### config.mk
export PLATFORM = sky130hd
export DESIGN_NAME = result_bus_top
export DESIGN_NICKNAME = d
export VERILOG_FILES = /design/src/hw/result_bus_pkg.sv /design/src/hw/fpr_bus_arbiter.sv /design/src/hw/gpr_bus_arbiter.sv /design/src/hw/result_bus_top.sv /design/src/hw/result_pipe.sv /design/src/hw/slot_reservation.sv
export SDC_FILE = /design/constraint.sdc
export NUM_CORES = 1
export LEC_CHECK = 0
export ABC_AREA = 1
export BUFFER_PORTS_ARGS = -buffer_cell sky130_fd_sc_hd__buf_4
export CORE_MARGIN = 3
export CORE_UTILIZATION = 48
export CTS_CLUSTER_DIAMETER = 120
export DETAILED_ROUTE_END_ITERATION = 6
export PLACE_DENSITY = 0.77
export SLEW_MARGIN = 20
export SYNTH_ARGS = -nofsm -noshare
export SYNTH_HDL_FRONTEND = slang
export SYNTH_SLANG_ARGS = --single-unit
### constraint.sdc
create_clock -name clk -period 1.2 [get_ports clk]
set_input_delay 0.12 -clock clk [delete_from_list [all_inputs] [get_ports clk]]
set_output_delay 0.12 -clock clk [all_outputs]
set_load 0.01 [all_outputs]
### src/hw/result_bus_pkg.sv
`default_nettype none

package result_bus_pkg;

	////////////////////
	// widths
	////////////////////

	localparam int TAG_WIDTH = 4;
	localparam int DATA_WIDTH = 32;

	typedef logic [TAG_WIDTH-1:0] tag_t;
	typedef logic [DATA_WIDTH-1:0] data_t;

	////////////////////
	// unit latencies
	////////////////////

	// cycles from acceptance to the bus
	localparam int LAT_FTOI = 3;
	localparam int LAT_GPR_LW = 1;
	localparam int LAT_ADD_SUB = 1;
	localparam int LAT_MOV = 1;
	localparam int LAT_FDIV_FSQRT = 14;
	localparam int LAT_FADD_FSUB = 6;
	localparam int LAT_FMUL = 4;
	localparam int LAT_ITOF = 3;
	localparam int LAT_FPR_LW = 1;
	localparam int LAT_FMOV = 1;

	// ring depth = longest latency on that bus
	localparam int GPR_SLOTS = 3;
	localparam int FPR_SLOTS = 14;

	typedef enum logic [1:0] {
		GPR_FTOI,
		GPR_LW,
		GPR_ADD_SUB,
		GPR_MOV
	} gpr_unit_t;

	typedef enum logic [2:0] {
		FPR_FDIV_FSQRT,
		FPR_FADD_FSUB,
		FPR_FMUL,
		FPR_ITOF,
		FPR_LW,
		FPR_FMOV
	} fpr_unit_t;

endpackage

`default_nettype wire

### src/hw/fpr_bus_arbiter.sv
`default_nettype none

module fpr_bus_arbiter (
	input logic clk,
	input logic reset,
	input logic fdiv_fsqrt_req,
	input result_bus_pkg::tag_t fdiv_fsqrt_tag,
	input result_bus_pkg::data_t fdiv_fsqrt_data,
	output logic fdiv_fsqrt_ready,
	input logic fadd_fsub_req,
	input result_bus_pkg::tag_t fadd_fsub_tag,
	input result_bus_pkg::data_t fadd_fsub_data,
	output logic fadd_fsub_ready,
	input logic fmul_req,
	input result_bus_pkg::tag_t fmul_tag,
	input result_bus_pkg::data_t fmul_data,
	output logic fmul_ready,
	input logic itof_req,
	input result_bus_pkg::tag_t itof_tag,
	input result_bus_pkg::data_t itof_data,
	output logic itof_ready,
	input logic fpr_lw_req,
	input result_bus_pkg::tag_t fpr_lw_tag,
	input result_bus_pkg::data_t fpr_lw_data,
	output logic fpr_lw_ready,
	input logic fmov_req,
	input result_bus_pkg::tag_t fmov_tag,
	input result_bus_pkg::data_t fmov_data,
	output logic fmov_ready,
	input logic fpr_in_req,
	input result_bus_pkg::tag_t fpr_in_tag,
	input result_bus_pkg::data_t fpr_in_data,
	output logic fpr_in_ready,
	output logic fpr_cdb_valid,
	output result_bus_pkg::tag_t fpr_cdb_tag,
	output result_bus_pkg::data_t fpr_cdb_data
);
	import result_bus_pkg::*;

	logic [FPR_SLOTS-1:0] occupied;
	logic [FPR_SLOTS-1:0] insert;
	logic [2:0] insert_unit [FPR_SLOTS];
	logic [2:0] head_unit;

	logic fdiv_fsqrt_acc;
	logic fadd_fsub_acc;
	logic fmul_acc;
	logic itof_acc;
	logic fpr_lw_acc;
	logic fmov_acc;

	tag_t fdiv_fsqrt_res_tag;
	tag_t fadd_fsub_res_tag;
	tag_t fmul_res_tag;
	tag_t itof_res_tag;
	tag_t fpr_lw_res_tag;
	tag_t fmov_res_tag;
	data_t fdiv_fsqrt_res_data;
	data_t fadd_fsub_res_data;
	data_t fmul_res_data;
	data_t itof_res_data;
	data_t fpr_lw_res_data;
	data_t fmov_res_data;

	////////////////////
	// ready rules
	////////////////////

	// a source looks one slot above where it inserts
	assign fdiv_fsqrt_ready = 1'b1;
	assign fadd_fsub_ready = !occupied[LAT_FADD_FSUB];
	assign fmul_ready = !occupied[LAT_FMUL];
	assign itof_ready = !occupied[LAT_ITOF];
	assign fpr_lw_ready = !occupied[LAT_FPR_LW];
	assign fmov_ready = !occupied[LAT_FMOV] && !fpr_lw_req;
	assign fpr_in_ready = !occupied[0];

	assign fdiv_fsqrt_acc = fdiv_fsqrt_req && fdiv_fsqrt_ready;
	assign fadd_fsub_acc = fadd_fsub_req && fadd_fsub_ready;
	assign fmul_acc = fmul_req && fmul_ready;
	assign itof_acc = itof_req && itof_ready;
	assign fpr_lw_acc = fpr_lw_req && fpr_lw_ready;
	assign fmov_acc = fmov_req && fmov_ready;

	////////////////////
	// reservations
	////////////////////

	always_comb begin
		insert = '0;
		insert[LAT_FDIV_FSQRT-1] = fdiv_fsqrt_acc;
		insert[LAT_FADD_FSUB-1] = fadd_fsub_acc;
		insert[LAT_FMUL-1] = fmul_acc;
		insert[LAT_ITOF-1] = itof_acc;
		insert[LAT_FPR_LW-1] = fpr_lw_acc || fmov_acc;
	end

	// slots without an insert point keep a harmless id
	always_comb begin
		for (int i = 0; i < FPR_SLOTS; i++) begin
			insert_unit[i] = 3'(FPR_FDIV_FSQRT);
		end
		insert_unit[LAT_FADD_FSUB-1] = 3'(FPR_FADD_FSUB);
		insert_unit[LAT_FMUL-1] = 3'(FPR_FMUL);
		insert_unit[LAT_ITOF-1] = 3'(FPR_ITOF);
		insert_unit[LAT_FPR_LW-1] = fpr_lw_acc ? 3'(FPR_LW) : 3'(FPR_FMOV);
	end

	slot_reservation #(.DEPTH(FPR_SLOTS)) slots_i (
		.clk,
		.reset,
		.insert,
		.insert_unit,
		.occupied,
		.head_unit
	);

	// fdiv and fsqrt share one source
	result_pipe #(.STAGES(LAT_FDIV_FSQRT)) fdiv_fsqrt_pipe_i (
		.clk,
		.in_tag(fdiv_fsqrt_tag),
		.in_data(fdiv_fsqrt_data),
		.out_tag(fdiv_fsqrt_res_tag),
		.out_data(fdiv_fsqrt_res_data)
	);

	result_pipe #(.STAGES(LAT_FADD_FSUB)) fadd_fsub_pipe_i (
		.clk,
		.in_tag(fadd_fsub_tag),
		.in_data(fadd_fsub_data),
		.out_tag(fadd_fsub_res_tag),
		.out_data(fadd_fsub_res_data)
	);

	result_pipe #(.STAGES(LAT_FMUL)) fmul_pipe_i (
		.clk,
		.in_tag(fmul_tag),
		.in_data(fmul_data),
		.out_tag(fmul_res_tag),
		.out_data(fmul_res_data)
	);

	result_pipe #(.STAGES(LAT_ITOF)) itof_pipe_i (
		.clk,
		.in_tag(itof_tag),
		.in_data(itof_data),
		.out_tag(itof_res_tag),
		.out_data(itof_res_data)
	);

	result_pipe #(.STAGES(LAT_FPR_LW)) fpr_lw_pipe_i (
		.clk,
		.in_tag(fpr_lw_tag),
		.in_data(fpr_lw_data),
		.out_tag(fpr_lw_res_tag),
		.out_data(fpr_lw_res_data)
	);

	result_pipe #(.STAGES(LAT_FMOV)) fmov_pipe_i (
		.clk,
		.in_tag(fmov_tag),
		.in_data(fmov_data),
		.out_tag(fmov_res_tag),
		.out_data(fmov_res_data)
	);

	////////////////////
	// bus select
	////////////////////

	assign fpr_cdb_valid = occupied[0] || (fpr_in_req && fpr_in_ready);

	always_comb begin
		fpr_cdb_tag = fpr_in_tag;
		fpr_cdb_data = fpr_in_data;
		if (occupied[0]) begin
			case (head_unit)
				3'(FPR_FDIV_FSQRT): begin
					fpr_cdb_tag = fdiv_fsqrt_res_tag;
					fpr_cdb_data = fdiv_fsqrt_res_data;
				end
				3'(FPR_FADD_FSUB): begin
					fpr_cdb_tag = fadd_fsub_res_tag;
					fpr_cdb_data = fadd_fsub_res_data;
				end
				3'(FPR_FMUL): begin
					fpr_cdb_tag = fmul_res_tag;
					fpr_cdb_data = fmul_res_data;
				end
				3'(FPR_ITOF): begin
					fpr_cdb_tag = itof_res_tag;
					fpr_cdb_data = itof_res_data;
				end
				3'(FPR_LW): begin
					fpr_cdb_tag = fpr_lw_res_tag;
					fpr_cdb_data = fpr_lw_res_data;
				end
				default: begin
					fpr_cdb_tag = fmov_res_tag;
					fpr_cdb_data = fmov_res_data;
				end
			endcase
		end
	end

endmodule

`default_nettype wire

### src/hw/gpr_bus_arbiter.sv
`default_nettype none

module gpr_bus_arbiter (
	input logic clk,
	input logic reset,
	input logic ftoi_req,
	input result_bus_pkg::tag_t ftoi_tag,
	input result_bus_pkg::data_t ftoi_data,
	output logic ftoi_ready,
	input logic gpr_lw_req,
	input result_bus_pkg::tag_t gpr_lw_tag,
	input result_bus_pkg::data_t gpr_lw_data,
	output logic gpr_lw_ready,
	input logic add_sub_req,
	input result_bus_pkg::tag_t add_sub_tag,
	input result_bus_pkg::data_t add_sub_data,
	output logic add_sub_ready,
	input logic mov_req,
	input result_bus_pkg::tag_t mov_tag,
	input result_bus_pkg::data_t mov_data,
	output logic mov_ready,
	input logic gpr_in_req,
	input result_bus_pkg::tag_t gpr_in_tag,
	input result_bus_pkg::data_t gpr_in_data,
	output logic gpr_in_ready,
	output logic gpr_cdb_valid,
	output result_bus_pkg::tag_t gpr_cdb_tag,
	output result_bus_pkg::data_t gpr_cdb_data
);
	import result_bus_pkg::*;

	logic [GPR_SLOTS-1:0] occupied;
	logic [GPR_SLOTS-1:0] insert;
	logic [2:0] insert_unit [GPR_SLOTS];
	logic [2:0] head_unit;

	logic ftoi_acc;
	logic gpr_lw_acc;
	logic add_sub_acc;
	logic mov_acc;

	tag_t ftoi_res_tag;
	tag_t gpr_lw_res_tag;
	tag_t add_sub_res_tag;
	tag_t mov_res_tag;
	data_t ftoi_res_data;
	data_t gpr_lw_res_data;
	data_t add_sub_res_data;
	data_t mov_res_data;

	////////////////////
	// ready rules
	////////////////////

	assign ftoi_ready = 1'b1;
	assign gpr_lw_ready = !occupied[LAT_GPR_LW];
	assign add_sub_ready = !occupied[LAT_ADD_SUB] && !gpr_lw_req;
	assign mov_ready = !occupied[LAT_MOV] && !gpr_lw_req && !add_sub_req;
	assign gpr_in_ready = !occupied[0];

	assign ftoi_acc = ftoi_req && ftoi_ready;
	assign gpr_lw_acc = gpr_lw_req && gpr_lw_ready;
	assign add_sub_acc = add_sub_req && add_sub_ready;
	assign mov_acc = mov_req && mov_ready;

	////////////////////
	// reservations
	////////////////////

	// lw, add_sub and mov share the one-cycle slot
	always_comb begin
		insert = '0;
		insert[LAT_FTOI-1] = ftoi_acc;
		insert[LAT_GPR_LW-1] = gpr_lw_acc || add_sub_acc || mov_acc;
	end

	always_comb begin
		for (int i = 0; i < GPR_SLOTS; i++) begin
			insert_unit[i] = 3'(GPR_FTOI);
		end
		if (gpr_lw_acc) begin
			insert_unit[LAT_GPR_LW-1] = 3'(GPR_LW);
		end else if (add_sub_acc) begin
			insert_unit[LAT_ADD_SUB-1] = 3'(GPR_ADD_SUB);
		end else begin
			insert_unit[LAT_MOV-1] = 3'(GPR_MOV);
		end
	end

	slot_reservation #(.DEPTH(GPR_SLOTS)) slots_i (
		.clk,
		.reset,
		.insert,
		.insert_unit,
		.occupied,
		.head_unit
	);

	result_pipe #(.STAGES(LAT_FTOI)) ftoi_pipe_i (
		.clk,
		.in_tag(ftoi_tag),
		.in_data(ftoi_data),
		.out_tag(ftoi_res_tag),
		.out_data(ftoi_res_data)
	);

	result_pipe #(.STAGES(LAT_GPR_LW)) gpr_lw_pipe_i (
		.clk,
		.in_tag(gpr_lw_tag),
		.in_data(gpr_lw_data),
		.out_tag(gpr_lw_res_tag),
		.out_data(gpr_lw_res_data)
	);

	result_pipe #(.STAGES(LAT_ADD_SUB)) add_sub_pipe_i (
		.clk,
		.in_tag(add_sub_tag),
		.in_data(add_sub_data),
		.out_tag(add_sub_res_tag),
		.out_data(add_sub_res_data)
	);

	result_pipe #(.STAGES(LAT_MOV)) mov_pipe_i (
		.clk,
		.in_tag(mov_tag),
		.in_data(mov_data),
		.out_tag(mov_res_tag),
		.out_data(mov_res_data)
	);

	////////////////////
	// bus select
	////////////////////

	assign gpr_cdb_valid = occupied[0] || (gpr_in_req && gpr_in_ready);

	// empty head slot lets gpr_in through in the same cycle
	always_comb begin
		gpr_cdb_tag = gpr_in_tag;
		gpr_cdb_data = gpr_in_data;
		if (occupied[0]) begin
			case (head_unit)
				3'(GPR_FTOI): begin
					gpr_cdb_tag = ftoi_res_tag;
					gpr_cdb_data = ftoi_res_data;
				end
				3'(GPR_LW): begin
					gpr_cdb_tag = gpr_lw_res_tag;
					gpr_cdb_data = gpr_lw_res_data;
				end
				3'(GPR_ADD_SUB): begin
					gpr_cdb_tag = add_sub_res_tag;
					gpr_cdb_data = add_sub_res_data;
				end
				default: begin
					gpr_cdb_tag = mov_res_tag;
					gpr_cdb_data = mov_res_data;
				end
			endcase
		end
	end

endmodule

`default_nettype wire

### src/hw/result_bus_top.sv
`default_nettype none

module result_bus_top (
	input logic clk,
	input logic reset,
	// integer sources
	input logic ftoi_req,
	input result_bus_pkg::tag_t ftoi_tag,
	input result_bus_pkg::data_t ftoi_data,
	output logic ftoi_ready,
	input logic gpr_lw_req,
	input result_bus_pkg::tag_t gpr_lw_tag,
	input result_bus_pkg::data_t gpr_lw_data,
	output logic gpr_lw_ready,
	input logic add_sub_req,
	input result_bus_pkg::tag_t add_sub_tag,
	input result_bus_pkg::data_t add_sub_data,
	output logic add_sub_ready,
	input logic mov_req,
	input result_bus_pkg::tag_t mov_tag,
	input result_bus_pkg::data_t mov_data,
	output logic mov_ready,
	input logic gpr_in_req,
	input result_bus_pkg::tag_t gpr_in_tag,
	input result_bus_pkg::data_t gpr_in_data,
	output logic gpr_in_ready,
	output logic gpr_cdb_valid,
	output result_bus_pkg::tag_t gpr_cdb_tag,
	output result_bus_pkg::data_t gpr_cdb_data,
	// floating-point sources
	input logic fdiv_fsqrt_req,
	input result_bus_pkg::tag_t fdiv_fsqrt_tag,
	input result_bus_pkg::data_t fdiv_fsqrt_data,
	output logic fdiv_fsqrt_ready,
	input logic fadd_fsub_req,
	input result_bus_pkg::tag_t fadd_fsub_tag,
	input result_bus_pkg::data_t fadd_fsub_data,
	output logic fadd_fsub_ready,
	input logic fmul_req,
	input result_bus_pkg::tag_t fmul_tag,
	input result_bus_pkg::data_t fmul_data,
	output logic fmul_ready,
	input logic itof_req,
	input result_bus_pkg::tag_t itof_tag,
	input result_bus_pkg::data_t itof_data,
	output logic itof_ready,
	input logic fpr_lw_req,
	input result_bus_pkg::tag_t fpr_lw_tag,
	input result_bus_pkg::data_t fpr_lw_data,
	output logic fpr_lw_ready,
	input logic fmov_req,
	input result_bus_pkg::tag_t fmov_tag,
	input result_bus_pkg::data_t fmov_data,
	output logic fmov_ready,
	input logic fpr_in_req,
	input result_bus_pkg::tag_t fpr_in_tag,
	input result_bus_pkg::data_t fpr_in_data,
	output logic fpr_in_ready,
	output logic fpr_cdb_valid,
	output result_bus_pkg::tag_t fpr_cdb_tag,
	output result_bus_pkg::data_t fpr_cdb_data
);

	// the two buses are independent
	gpr_bus_arbiter gpr_bus_i (.*);

	fpr_bus_arbiter fpr_bus_i (.*);

endmodule

`default_nettype wire

### src/hw/result_pipe.sv
`default_nettype none

module result_pipe #(
	parameter int STAGES = 1
) (
	input logic clk,
	input result_bus_pkg::tag_t in_tag,
	input result_bus_pkg::data_t in_data,
	output result_bus_pkg::tag_t out_tag,
	output result_bus_pkg::data_t out_data
);
	import result_bus_pkg::*;

	tag_t tag_q [STAGES];
	data_t data_q [STAGES];

	// occupancy lives in the slot ring
	always_ff @(posedge clk) begin
		tag_q[0] <= in_tag;
		data_q[0] <= in_data;
		for (int i = 1; i < STAGES; i++) begin
			tag_q[i] <= tag_q[i-1];
			data_q[i] <= data_q[i-1];
		end
	end

	assign out_tag = tag_q[STAGES-1];
	assign out_data = data_q[STAGES-1];

endmodule

`default_nettype wire

### src/hw/slot_reservation.sv
`default_nettype none

module slot_reservation #(
	parameter int DEPTH = 3
) (
	input logic clk,
	input logic reset,
	input logic [DEPTH-1:0] insert,
	input logic [2:0] insert_unit [DEPTH],
	output logic [DEPTH-1:0] occupied,
	output logic [2:0] head_unit
);
	logic [DEPTH-1:0] valid_q;
	logic [2:0] unit_q [DEPTH];

	// reservations step one slot toward the bus per clock
	always_ff @(posedge clk) begin
		if (reset) begin
			valid_q <= '0;
		end else begin
			valid_q[DEPTH-1] <= insert[DEPTH-1];
			for (int i = 0; i < DEPTH-1; i++) begin
				valid_q[i] <= valid_q[i+1] || insert[i];
			end
		end
	end

	// source id follows its reservation
	// an insert only lands where the slot above is empty
	always_ff @(posedge clk) begin
		unit_q[DEPTH-1] <= insert_unit[DEPTH-1];
		for (int i = 0; i < DEPTH-1; i++) begin
			unit_q[i] <= valid_q[i+1] ? unit_q[i+1] : insert_unit[i];
		end
	end

	assign occupied = valid_q;

	// slot 0 is the bus this cycle
	assign head_unit = unit_q[0];

endmodule

`default_nettype wire

Word-level counts from Yosys, hierarchy flattened --
Memory sizes are Yosys's and may differ from the RTL's. Cells that the tools add are included.
Storage, ports and cells: memories kept 22, memory bits (read-only) 0, memory bits (writable) 1311, output and inout port bits 86, flip-flop bits (word level) 17, word-level logic and storage cells 91, bits in latches 0, bits of input ports 446
Memory list:
- fpr_bus_i.fdiv_fsqrt_pipe_i.data_q | words 14, bits a word 32, rd ports 14, clocked after memory_dff 0, wr ports 14, line result_pipe.sv:15 | data_t data_q [STAGES];
- fpr_bus_i.fadd_fsub_pipe_i.data_q | words 6, bits a word 32, rd ports 6, clocked after memory_dff 0, wr ports 6, line result_pipe.sv:15
- fpr_bus_i.fmul_pipe_i.data_q | words 4, bits a word 32, rd ports 4, clocked after memory_dff 0, wr ports 4, line result_pipe.sv:15
- fpr_bus_i.itof_pipe_i.data_q | words 3, bits a word 32, rd ports 3, clocked after memory_dff 0, wr ports 3, line result_pipe.sv:15
- gpr_bus_i.ftoi_pipe_i.data_q | words 3, bits a word 32, rd ports 3, clocked after memory_dff 0, wr ports 3, line result_pipe.sv:15
- fpr_bus_i.fdiv_fsqrt_pipe_i.tag_q | words 14, bits a word 4, rd ports 14, clocked after memory_dff 0, wr ports 14, line result_pipe.sv:14 | tag_t tag_q [STAGES];
- 16 more memories
Cells by class: $lt $le $gt $ge 0, shifts and indexed selects 0, mux-type cells 26, $add $sub $neg 0, divide/modulo/power cells 0, bitwise operators 0, $mul 0, equal/unequal tests 6, reductions and logical operators 35
Operator list (count):
- $pmux W32 S5 | 1
- $pmux W32 S3 | 1
- $mux W32 | 2
- $mux W3 | 16
- $pmux W4 S5 | 1
- $logic_and A1 B1 Y1 | 13
- $pmux W4 S3 | 1
- $logic_not A1 Y1 | 10
- $logic_or A1 B1 Y1 | 10
- $eq A3 B2 Y1 const B | 3
- $mux W4 | 2
- $eq A3 B1 Y1 const B | 2
- $logic_not A3 Y1 | 2
- $eq A3 B3 Y1 const B | 1
- $mux W1 | 2

Depth between registers and ports, before layout --
word-level depth 6, depth in mapped cells 11

By module --
From an unflattened synthesis, not the netlist that was laid out.
Unflattened totals: cell total of the unflattened synthesis 2684, area total of the unflattened synthesis 32815.2 um2
Modules (own cells, without submodules):
- result_pipe (fpr_bus_i.fdiv_fsqrt_pipe_i) | sequential area each 10089.7 um2, cells each 540, instances 1, area each 10359.9 um2
- result_pipe (fpr_bus_i.itof_pipe_i ...) | sequential area each 2162.1 um2, cells each 144, instances 2, area each 2432.3 um2
- result_pipe (fpr_bus_i.fadd_fsub_pipe_i) | sequential area each 4324.1 um2, cells each 216, instances 1, area each 4324.1 um2
- result_pipe (fpr_bus_i.fmov_pipe_i ...) | sequential area each 720.7 um2, cells each 36, instances 5, area each 720.7 um2
- result_pipe (fpr_bus_i.fmul_pipe_i) | sequential area each 2882.8 um2, cells each 144, instances 1, area each 2882.8 um2
- fpr_bus_arbiter | sequential area each 0.0 um2, cells each 625, instances 1, area each 2803.9 um2
- gpr_bus_arbiter | sequential area each 0.0 um2, cells each 432, instances 1, area each 1868.0 um2
- slot_reservation (fpr_bus_i.slots_i) | sequential area each 1121.1 um2, cells each 218, instances 1, area each 1747.9 um2
- slot_reservation (gpr_bus_i.slots_i) | sequential area each 240.2 um2, cells each 41, instances 1, area each 360.3 um2

Least setup slack after synthesis --
OpenSTA, ideal clock, no wires.
kind register -> output, start mem fpr_bus_i.slots_i.unit_q[0][1], end out fpr_cdb_data[25], setup slack -0.127 ns, buffers on the path 3, data arrival time 1.207 ns, data required time 1.080 ns, stages on the path, launching flop included 12, cells stage by stage dfxtp_1 -> buf_4 -> nor2_8 -> nor2_4 -> inv_2 -> buf_6 -> buf_6 -> o21ai_2 -> clkinv_1 -> nand2_1 -> nand2_1 -> nand2_1
RTL lines:
- from (decl) | line slot_reservation.sv:14 | logic [2:0] unit_q [DEPTH];
- to (decl) | line result_bus_top.sv:61 | output result_bus_pkg::data_t fpr_cdb_data

==> results_tabular.tex <==
\begin{tabular}{lr}
\hline
Metric & Value \\
\hline
\multicolumn{2}{l}{\textbf{Power and ir drop}} \\
Worst IR Drop VDD & 1360 uV \\
Pwr Total & 91.0 mW \\
Areal power density over the cells & 2030 nW/um\^{}2 \\
Leakage dissipation & 20.4 nW \\
\multicolumn{2}{l}{\textbf{Outcome}} \\
Failing checks & negative setup slack \\
Status & finished, violations left \\
\multicolumn{2}{l}{\textbf{Routing}} \\
Residual DRC count & 0 \\
DRT Wirelength & 90,800 um \\
Count of vias placed by the detailed router & 20,500 \\
Via density per instance & 4.80 \\
DRT iter0 DRCs & 2,055 \\
Number of routed nets with antenna violations & 0 \\
Drt first pass iters & 6 \\
Post-DR wirelength/cell & 21.3 um \\
\multicolumn{2}{l}{\textbf{Floorplanning}} \\
Die Y & 257 um \\
Area inside the core boundary & 61,900 um\^{}2 \\
Die footprint & 65,900 um\^{}2 \\
IO Count & 532 \\
Initial Util & 48.7\% \\
Placement row count & 91 \\
Die Width & 257 um \\
\multicolumn{2}{l}{\textbf{Cells and area}} \\
Fraction of final layout cells with drive strength greater than 1 & 29.4\% \\
Most used cells in the layout excluding fill and tap cells & dfxtp\_1 (1,278), buf\_4 (517), dlygate4sd3\_1 (374), nand2\_1 (359), clkbuf\_16 (127) \\
Total number of nets in the final design & 3,766 \\
Layout area overhead & 48.8\% \\
Post-Route Utilization & 72.4\% \\
Commonest non-fill, non-tap cell in the layout & dfxtp\_1 \\
Final non-filler cell total & 4,261 \\
\multicolumn{2}{l}{\textbf{Place}} \\
DP Worst Slack & -362 ps \\
Count of placed standard cells including taps & 3,617 \\
Placer congestion estimate & 0.974 \\
Port Buffers & 529 \\
DP HPWL & 45,600 um \\
\multicolumn{2}{l}{\textbf{Worst setup path}} \\
Worst Path Class, Setup & reg -> out \\
Startpoint Class & register \\
Cell family contributing the most delay on the critical path & simple AND/OR/NAND/NOR gates \\
Source of the worst register-to-register timing path & fpr\_bus\_i.slots\_i.occupied[3] \\
Largest stage delay, worst path & 360 ps \\
Worst Setup SP & gpr\_bus\_i.slots\_i.unit\_q[0][1] \\
FF-to-FF End & fpr\_bus\_i.slots\_i.occupied[2] \\
Maximum fanout along the worst path & 18 \\
WP buf/inv & 3 \\
Critical path data required time & 1080 ps \\
Critical path capture point type & primary output \\
Minimum setup slack among reg-to-reg paths & 70 ps \\
Most frequent CP cell & nand2\_1 \\
Cell with the largest stage delay on the worst path & dfxtp\_4 \\
CP arrival & 2340 ps \\
Cell Chain, Critical Path & buf\_6 -> nor2\_4 -> buf\_12 -> nand2\_1 -> nand4\_1 -> nand2\_1 -> nand2\_1 -> buf\_4 \\
Number of cells traversed by the worst register-to-register path & 3 \\
\multicolumn{2}{l}{\textbf{Timing}} \\
Max-slew violation count & 0 \\
Final Hold Vio Count & 0 \\
Max Freq & 407 MHz \\
RSZ-0062 raised after global routing & true \\
Final setup vio count & 84 \\
Worst setup margin & -1260 ps \\
Final critical path time including I/O delays and setup & 2460 ps \\
Worst clock skew on the final layout & 51.5 ps \\
Period Utilization, post-route & 205\% \\
\multicolumn{2}{l}{\textbf{Synth}} \\
Ys Warns & 0 \\
Cells after synthesis & 2,279 \\
Summed instance area of the synthesized netlist & 30,100 um\^{}2 \\
Number of enable-type register cells in the synthesized netlist & 0 \\
Synth cell types & 25 \\
Number of register bits inferred by synthesis & 1,290 \\
Most used flip-flop cell after synthesis & dfxtp\_1 \\
Share of flip-flops with an asynchronous set or reset after synthesis & 0\% \\
Part of the Yosys area used for sequential elements & 85.7\% \\
Post-synthesis average cell area & 13.2 um\^{}2 \\
\multicolumn{2}{l}{\textbf{Clock tree}} \\
TritonCTS buffer count & 115 \\
Source-to-sink clock delay at the later pin of the worst-skew pair & 690 ps \\
CTS Sinks & 1,290 \\
Root buffer selected by CTS & clkbuf\_16 \\
Clock tree from TritonCTS & yes \\
Clock-pin slew of the registers on the worst-case setup and hold paths & 70 ps \\
Maximum level of the CTS H-tree & 3 \\
Buffer depth of the longest clock path & 3 \\
\multicolumn{2}{l}{\textbf{Global route}} \\
Via count of the first global-routing pass & 21,700 \\
Pin count of the biggest net entering global routing & 38 \\
Gr usage total & 24.9\% \\
Number of antenna violations at the first check in global routing & 8 \\
Final global-route overflow total & 0 \\
Global-route wire length before repair & 127,000 um \\
\multicolumn{2}{l}{\textbf{Worst hold path}} \\
Hold Path Depth & 2 \\
HP Start & gpr\_lw\_data[1] \\
Path category of the worst min-delay check & in -> reg \\
Endpoint with the worst hold slack & gpr\_bus\_i.gpr\_lw\_pipe\_i.data\_q[0][1] \\
\multicolumn{2}{l}{\textbf{Job}} \\
Max-cap violations & 0 \\
\hline
\end{tabular}
## final cells by class
class	instances	area [um^2]
multi-input combinational	803	4020
inverter	111	449
clock inverter	48	716
fill	3641	17100
sequential	1290	25900
timing repair buffer	999	9390
tap	837	1050
clock buffer	163	3360
antenna	10	25.0
## flip-flops by register name, summed over array words and instances (netlist names), 11 cells and up
signal,flops
gpr_bus_i.gpr_lw_pipe_i.data_q,32
fpr_bus_i.itof_pipe_i.data_q,96
gpr_bus_i.add_sub_pipe_i.data_q,32
gpr_bus_i.ftoi_pipe_i.data_q,96
fpr_bus_i.slots_i.occupied,14
gpr_bus_i.ftoi_pipe_i.tag_q,12
fpr_bus_i.fmov_pipe_i.data_q,32
fpr_bus_i.itof_pipe_i.tag_q,12
fpr_bus_i.fadd_fsub_pipe_i.tag_q,24
gpr_bus_i.mov_pipe_i.data_q,32
fpr_bus_i.slots_i.unit_q,11
fpr_bus_i.fmul_pipe_i.data_q,128
fpr_bus_i.fdiv_fsqrt_pipe_i.tag_q,56
fpr_bus_i.fdiv_fsqrt_pipe_i.data_q,448
fpr_bus_i.fmul_pipe_i.tag_q,16
fpr_bus_i.fpr_lw_pipe_i.data_q,32
fpr_bus_i.fadd_fsub_pipe_i.data_q,192
## worst max-delay path by stage
stage / to / depth (start not counted)
3_3_place_gp: fpr_cdb_data[24] / 9
5_1_grt: gpr_cdb_data[17] / 8
3_5_place_dp: fpr_cdb_data[31] / 7
6_report: gpr_cdb_data[17] / 8
2_1_floorplan: fpr_cdb_data[25] / 11
4_1_cts: fpr_cdb_data[13] / 10
## stage by stage
step                      hold slack (ps)  setup TNS [ps]  instance area (um^2)
after detailed placement              225          -16680                 35500
after global routing                 49.5          -80530                 44800
after floorplan                       148           -3020                 30300
after CTS                            24.1          -70910                 43900
after global placement                224          -14400                 35500
final                                69.9          -73290                 44900
## cell usage after synthesis (5+ instances only)
library cell | count | share of area [%]
dfxtp_1 | 1290 | 86
inv_1 | 101 | 1.3
nand3_1 | 95 | 1.6
nand4_1 | 85 | 1.8
buf_2 | 29 | 0.48
o21ai_1 | 47 | 0.78
clkbuf_1 | 24 | 0.30
o21ai_0 | 20 | 0.33
a21oi_1 | 5 | 0.083
buf_1 | 8 | 0.10
buf_6 | 7 | 0.26
inv_2 | 6 | 0.075
nand2_1 | 475 | 5.9
buf_4 | 8 | 0.20
nor2_1 | 57 | 0.71
## power by group
part / switching, mW / internal, mW
clock network: 16.3 / 22.6
registers: 0.845 / 45.1
logic: 2.82 / 3.30
## logic make-up after synthesis
logic type,count (synthesis),share of synthesized area (%)
flip-flops,1290,85.7
AND/OR/NAND/NOR,725,10.3
buffers and inverters,187,2.72
AO/OA/AOI/OAI,76,1.31
other,1,0.0124
## metal layers
metal  part of all wire [%]  GRT usage (%)
met1                     36           28.1
met2                     49           44.2
met3                    8.8           6.47
met4                    7.0           11.5
met5                      0              0
## timing repair
action	in CTS	in global routing
endpoints found under the setup margin	84	85
gates resized for setup	116	150
cloned	7	16
hold buffers	376	0
hold endpoints to repair	380	0
setup buffers	10	15
pin swaps	21	48
(Power assumes the default switching activity.)
